<file path="config.mk">
export PLATFORM = sky130hd
export DESIGN_NAME = icache_fill
export DESIGN_NICKNAME = d
export VERILOG_FILES = /design/src/source/icache_pkg.sv /design/src/source/icache_fill.sv
export SDC_FILE = /design/constraint.sdc
export NUM_CORES = 1
export LEC_CHECK = 0
export BUFFER_PORTS_ARGS = -buffer_cell sky130_fd_sc_hd__buf_2
export CAP_MARGIN = 20
export CORE_ASPECT_RATIO = 0.5
export CORE_MARGIN = 3
export CORE_UTILIZATION = 37
export CTS_CLUSTER_SIZE = 25
export DETAILED_ROUTE_END_ITERATION = 8
export PLACE_DENSITY = 0.75
export SYNTH_ARGS = -nofsm -noshare
export SYNTH_HDL_FRONTEND = slang
export SYNTH_SLANG_ARGS = --single-unit
</file>
<file path="constraint.sdc">
create_clock -name clk -period 4.3 [get_ports clk]
set_clock_uncertainty 0.2 [all_clocks]
set_input_delay 0.215 -clock clk [delete_from_list [all_inputs] [get_ports clk]]
set_output_delay 0.215 -clock clk [all_outputs]
set_load 0.005 [all_outputs]
</file>
<file path="src/source/icache_pkg.sv">
// Shared cache geometry, address fields and refill states; imported by every cache module
package icache_pkg;

	// ==============================
	// Address and line geometry
	// ==============================

	// Byte address width
	localparam int ADDR_W = 32;
	// One line is four 32-bit words
	localparam int LINE_W = 128;
	localparam int LINE_BYTES = LINE_W / 8;
	// Byte offset inside a line
	localparam int OFFS_W = 4;

	// Even/odd line select, first bit above the offset
	localparam int BANK_BIT = OFFS_W;

	// Sets per bank and set index field
	localparam int SETS = 16;
	localparam int SET_W = 4;
	localparam int SET_LSB = BANK_BIT + 1;

	// Ways per bank
	localparam int WAYS = 2;
	localparam int WAY_W = 1;

	// Tag is everything above the set index
	localparam int TAG_LSB = SET_LSB + SET_W;
	localparam int TAG_W = ADDR_W - TAG_LSB;

	// ==============================
	// Fill pattern and refill control
	// ==============================

	// Returned for every byte of a line that missed
	localparam logic [7:0] NOP_BYTE = 8'hFF;

	// Cycles spent draining the lookup pipeline after a line write
	localparam int SETTLE_CYCLES = 2;

	// Refill engine states
	typedef enum logic [1:0] {
		FILL_IDLE,
		FILL_REQ,
		FILL_WRITE,
		FILL_SETTLE
	} fill_state_t;

endpackage

</file>
<file path="src/source/icache_fill.sv">
// Refill engine that fetches a missing line from memory and writes it into the cache
module icache_fill
	import icache_pkg::*;
(
	input  logic              clk,
	input  logic              rst,
	// Miss report from the cache
	input  logic              miss_v_i,
	input  logic [ADDR_W-1:0] miss_adr_i,
	// Memory port
	input  logic              mem_ack_i,
	input  logic [LINE_W-1:0] mem_data_i,
	output logic              mem_req_o,
	output logic [ADDR_W-1:0] mem_adr_o,
	// Line write into the cache
	output logic              wr_ic_o,
	output logic [ADDR_W-1:0] wr_adr_o,
	output logic [LINE_W-1:0] wr_data_o
);

	fill_state_t       state_q;
	logic [1:0]        settle_q;
	logic [ADDR_W-1:0] adr_q;
	logic [LINE_W-1:0] line_q;

	// ==============================
	// State machine
	// ==============================

	always_ff @(posedge clk) begin
		if (rst) begin
			state_q <= FILL_IDLE;
			settle_q <= '0;
		end else begin
			case (state_q)
				FILL_IDLE: begin
					if (miss_v_i)
						state_q <= FILL_REQ;
				end
				// Held here for as long as memory takes
				FILL_REQ: begin
					if (mem_ack_i)
						state_q <= FILL_WRITE;
				end
				// One write cycle
				FILL_WRITE: begin
					state_q <= FILL_SETTLE;
					settle_q <= '0;
				end
				// Let the stale miss pass through the lookup register
				FILL_SETTLE: begin
					if (settle_q == 2'(SETTLE_CYCLES - 1))
						state_q <= FILL_IDLE;
					else
						settle_q <= settle_q + 1'b1;
				end
				default: state_q <= FILL_IDLE;
			endcase
		end
	end

	// ==============================
	// Address and line capture
	// ==============================

	always_ff @(posedge clk) begin
		// Miss address is already line aligned
		if (state_q == FILL_IDLE && miss_v_i)
			adr_q <= miss_adr_i;
		// Data comes with the acknowledge
		if (state_q == FILL_REQ && mem_ack_i)
			line_q <= mem_data_i;
	end

	// Memory request held until acknowledge
	assign mem_req_o = (state_q == FILL_REQ);
	assign mem_adr_o = adr_q;

	// Cache write
	assign wr_ic_o = (state_q == FILL_WRITE);
	assign wr_adr_o = adr_q;
	assign wr_data_o = line_q;

	// ==============================
	// Checks
	// ==============================

	// Request and address stay put until acknowledged
	a_req_hold: assert property (@(posedge clk) disable iff (rst)
		mem_req_o && !mem_ack_i |=> mem_req_o && $stable(mem_adr_o))
		else $error("Memory request dropped before acknowledge");

	// Memory only acknowledges an outstanding request
	a_ack_in_req: assert property (@(posedge clk) disable iff (rst)
		mem_ack_i |-> mem_req_o)
		else $error("Memory acknowledge without a pending request");

endmodule

</file>
==> results of run 1 <==
==> per-stage QoR <==
stage	instances	area [um^2]	utilization, %
after floorplan	226	5350	-
after global placement	745	7160	51.7
after detailed placement	745	7160	51.7
==> cell usage after synthesis (all sizes together) <==
master and count:
a31oi 1, nor2 1, or4 1, a21oi 1, edfxtp 160, nand3 1
nor2b 3, nor3b 1, mux2i 1, dfxtp 4, o21bai 1, inv 4
buf 32, ha 6, or2b 1, nor3 1, nand2b 2, nand2 2
and2 2, o31ai 1
==> logic make-up after synthesis <==
family	share of synthesized area, %
and+or+nand+nor	1.78
buffers and inverters	4.77
DFF	91.4
adders and majority gates	1.40
muxes	0.187
AOI/OAI and AO/OA	0.492
==> run metrics, run 1 <==
CTS Hold Bufs 156; hpwl dp 11,000 um; Halt Reason [ERROR RSZ-0060] Max buffer count reached.; top cell type's share of synthesized area 89.9%; Avg Cell Area, Syn 23.7 um^2; # resized after CTS 0; gpl congestion 0.905; Clock Path Buffers 2; status aborted with a tool error; Root Buffer clkbuf_16; register area share after synthesis 91.4%; port buffer count 357; Setup WS pre-CTS ~2.0 ns; CTS sink cnt ~160; Post-CTS Setup Repair Bufs 0; Ports 358; Yosys warning total 0; Netlist cell types 21; Synth area leader edfxtp_1; row count 30; Synth Instances 226; Die Height 91 um; Seq cells post-synth roughly 160; Die Wd between 150 and 200 um; CTS H-tree lvls 4; TritonCTS buffer count 17; synthesized area 5350 um^2; Initial Util 38.6%; synth top area cells edfxtp_1 90%, buf_4 4.5%, dfxtp_1 1.5%; syn_nets 396; Last stage clock tree synthesis (4_1_cts)
==> inputs of run 2 (changes only) <==
- CORE_AREA: default -> 3 3 138 140
- CORE_ASPECT_RATIO: 0.5 -> default
- CORE_MARGIN: 3 -> default
- CORE_UTILIZATION: 37 -> default
- CTS_CLUSTER_SIZE: 25 -> default
- DIE_AREA: default -> 0 0 141 143
- PLACE_DENSITY: 0.75 -> default
- PLACE_DENSITY_LB_ADDON: default -> 0.15
- clock period: 4.3 -> 5.59 ns (I/O delays scaled with it)
==> run metrics, run 2 <==
status finished, final reports clean; Total GRT Usage between 15 and 20%; crit path kind reg2reg; hpwl dp 11,400 um (+3.7%); GRT overflow 0; area grow syn2layout 76.7%; Avg Cell Area, Syn 23.7 um^2 (unchanged); layout cell share with drive strength beyond 1 52.6%; hold path depth 4; Critical Path Stages 4; Startpoint Class flop; CTS H-tree lvls 4 (unchanged); Routed Antenna Nets 0; power per cell area 373 nW/um^2; Worst Hold Class in2reg; TritonCTS buffer count 17 (unchanged); diode count 0; Die Height 143 um (+57%); Die Wd 141 um (-20%); number of flip-flops in the largest register 128; Tcrit/Tclk final around 50%; Root Buffer clkbuf_16; vias 3,924; Post-CTS Setup Repair Bufs 0 (unchanged); via/cell ratio ~4; first-pass GRT wire length 23,400 um; CTS sink cnt 164 (unchanged); Netlist cell types 21 (unchanged); syn_nets 396 (unchanged); wire per inst 16.5 um; Ports 358 (unchanged); Worst-Margin Slew roughly 1.1 ns; # resized after CTS 0 (unchanged); min cycle time layout 2.78 ns; EDFF count, synth 160 (unchanged); count leader, synth edfxtp_1; final hold slack 0.176 ns; TritonCTS clock tree built; CTS Hold Bufs 161 (+3.2%); worst reg2reg path depth 4; Final Hold Viols 0; crit-path cells inv_1, ha_1, and2_4, buf_4; crit path max fanout 78; setup_tns 0 ns; Initial DRC Count around 120; most common cell after layout, fill and taps aside buf_2; Worst path max stage delay approximately 0.84 ns; peak supply drop about 0.00019 V; die area 20,200 um^2; CP endpoint kind flop; DRC violations left 0; clock latency on the worst-skew pair a little over 0.4 ns; CP required 5.44 ns; CP bufs+invs 2; clock-pin slew on the worst setup and hold paths 0.06 ns; Final Setup Violations 0; Clock Path Buffers 2 (unchanged); Synth area leader edfxtp_1; Synth Instances 226 (unchanged); Seq cells post-synth 164 (unchanged); most frequent cells in the layout 357 x buf_2, 161 x dlygate4sd3_1, 160 x edfxtp_1; number of global-route vias before repair around 4,200; Initial Util 29.8% (-8.8 points); normalized max-slew margin 29.9%; ys async rst share 0% (unchanged); synth top area cells edfxtp_1 90%, buf_4 4.5%, dfxtp_1 1.5%; Static Leakage 4.01 nW; Yosys warning total 0 (unchanged); fmax 0.360 GHz; top cell type's share of synthesized area 89.9% (unchanged); 1st-pass router iterations 4; row count 49 (+63%); critical path arrival 2.63 ns; synthesized area 5350 um^2 (unchanged); CORE AREA 18,000 um^2; critical path's slowest cell and2_4; initial antenna violation count 0; family with the most delay on the worst path simple AND/OR/NAND/NOR gates; Net count, final 902; port buffer count 357 (unchanged); most frequent cells after synthesis 160 x edfxtp_1, 32 x buf_4, 6 x ha_1; RSZ-0062 raised after global routing no; Slew Limit Fails 0; register area share after synthesis 91.4% (unchanged); pin count of the biggest net entering global routing 79; max-cap violations 0; Main synth FF type edfxtp_1; Total Wirelength 16,100 um; gpl congestion 0.740 (-18%)
[run 2: cell type report]
type	instances	area, um^2
Clock buffer	18	429
Fill cell	1533	8510
Timing Repair Buffer	519	3410
Inverter	4	15.0
Tap cell	229	287
Multi-Input combinational cell	26	210
Sequential cell	164	4880
Clock inverter	14	218
[run 2: cell families after synthesis]
logic type               share of synthesized area (%)
buffers and inverters                             4.77
AND/OR/NAND/NOR                                   1.78
adder cells (fa/ha/maj)                           1.40
multiplexers                                     0.187
AO/OA/AOI/OAI                                    0.492
flip-flops                                        91.4
[run 2: per-stage QoR]
step / setup WS [ns] / utilization [%] / total power [mW] / area, um^2 / cells
after floorplan: 1.35 / - / 1.93 / 5350 / 226
after global placement: 2.87 / 40.0 / 2.19 / 7190 / 781
after detailed placement: 2.82 / 40.0 / 2.21 / 7190 / 781
after CTS: 2.78 / 52.6 / 3.57 / 9450 / 974
after global routing: 2.62 / 52.6 / 3.69 / 9450 / 974
final: 2.81 / 52.6 / 3.52 / 9450 / 974
[run 2: per-layer routing]
layer / GRT usage [%] / share of wire (%) / up-vias
met5: 0 / 0 / -
met4: 5.71 / 1.6 / 0
met3: 5.02 / 8.2 / 21
met2: 28.4 / 55 / 221
met1: 16.5 / 35 / 1829
li1: - / - / 1853
[run 2: worst paths after layout]
kind	start	to	slack (ns)
min reg2reg	state_q[1]$_SDFFE_PP0P_	state_q[1]$_SDFFE_PP0P_	0.30
min	miss_v_i	state_q[0]$_SDFFE_PP0P_	0.18
max	state_q[1]$_SDFFE_PP0P_	wr_data_o[53]$_DFFE_PP_	2.81
max reg2reg	state_q[1]$_SDFFE_PP0P_	wr_data_o[53]$_DFFE_PP_	2.81
[run 2: worst register-to-register path, delay by kind of cell (launching register included)]
| family | cells | cell delay [ns] |
|---|---|---|
| adders and majority gates | 1 | 0.18 |
| DFF | 1 | 0.33 |
| and+or+nand+nor | 1 | 0.84 |
| buffers and inverters | 2 | 0.85 |
[run 2: report_power, final]
part | internal (mW) | switching [mW]
logic | 0.282 | 0.311
registers | 1.60 | 0.0632
clock network | 0.765 | 0.494
total | 2.65 | 0.868
No activity file was read; power rests on OpenSTA's default activity.
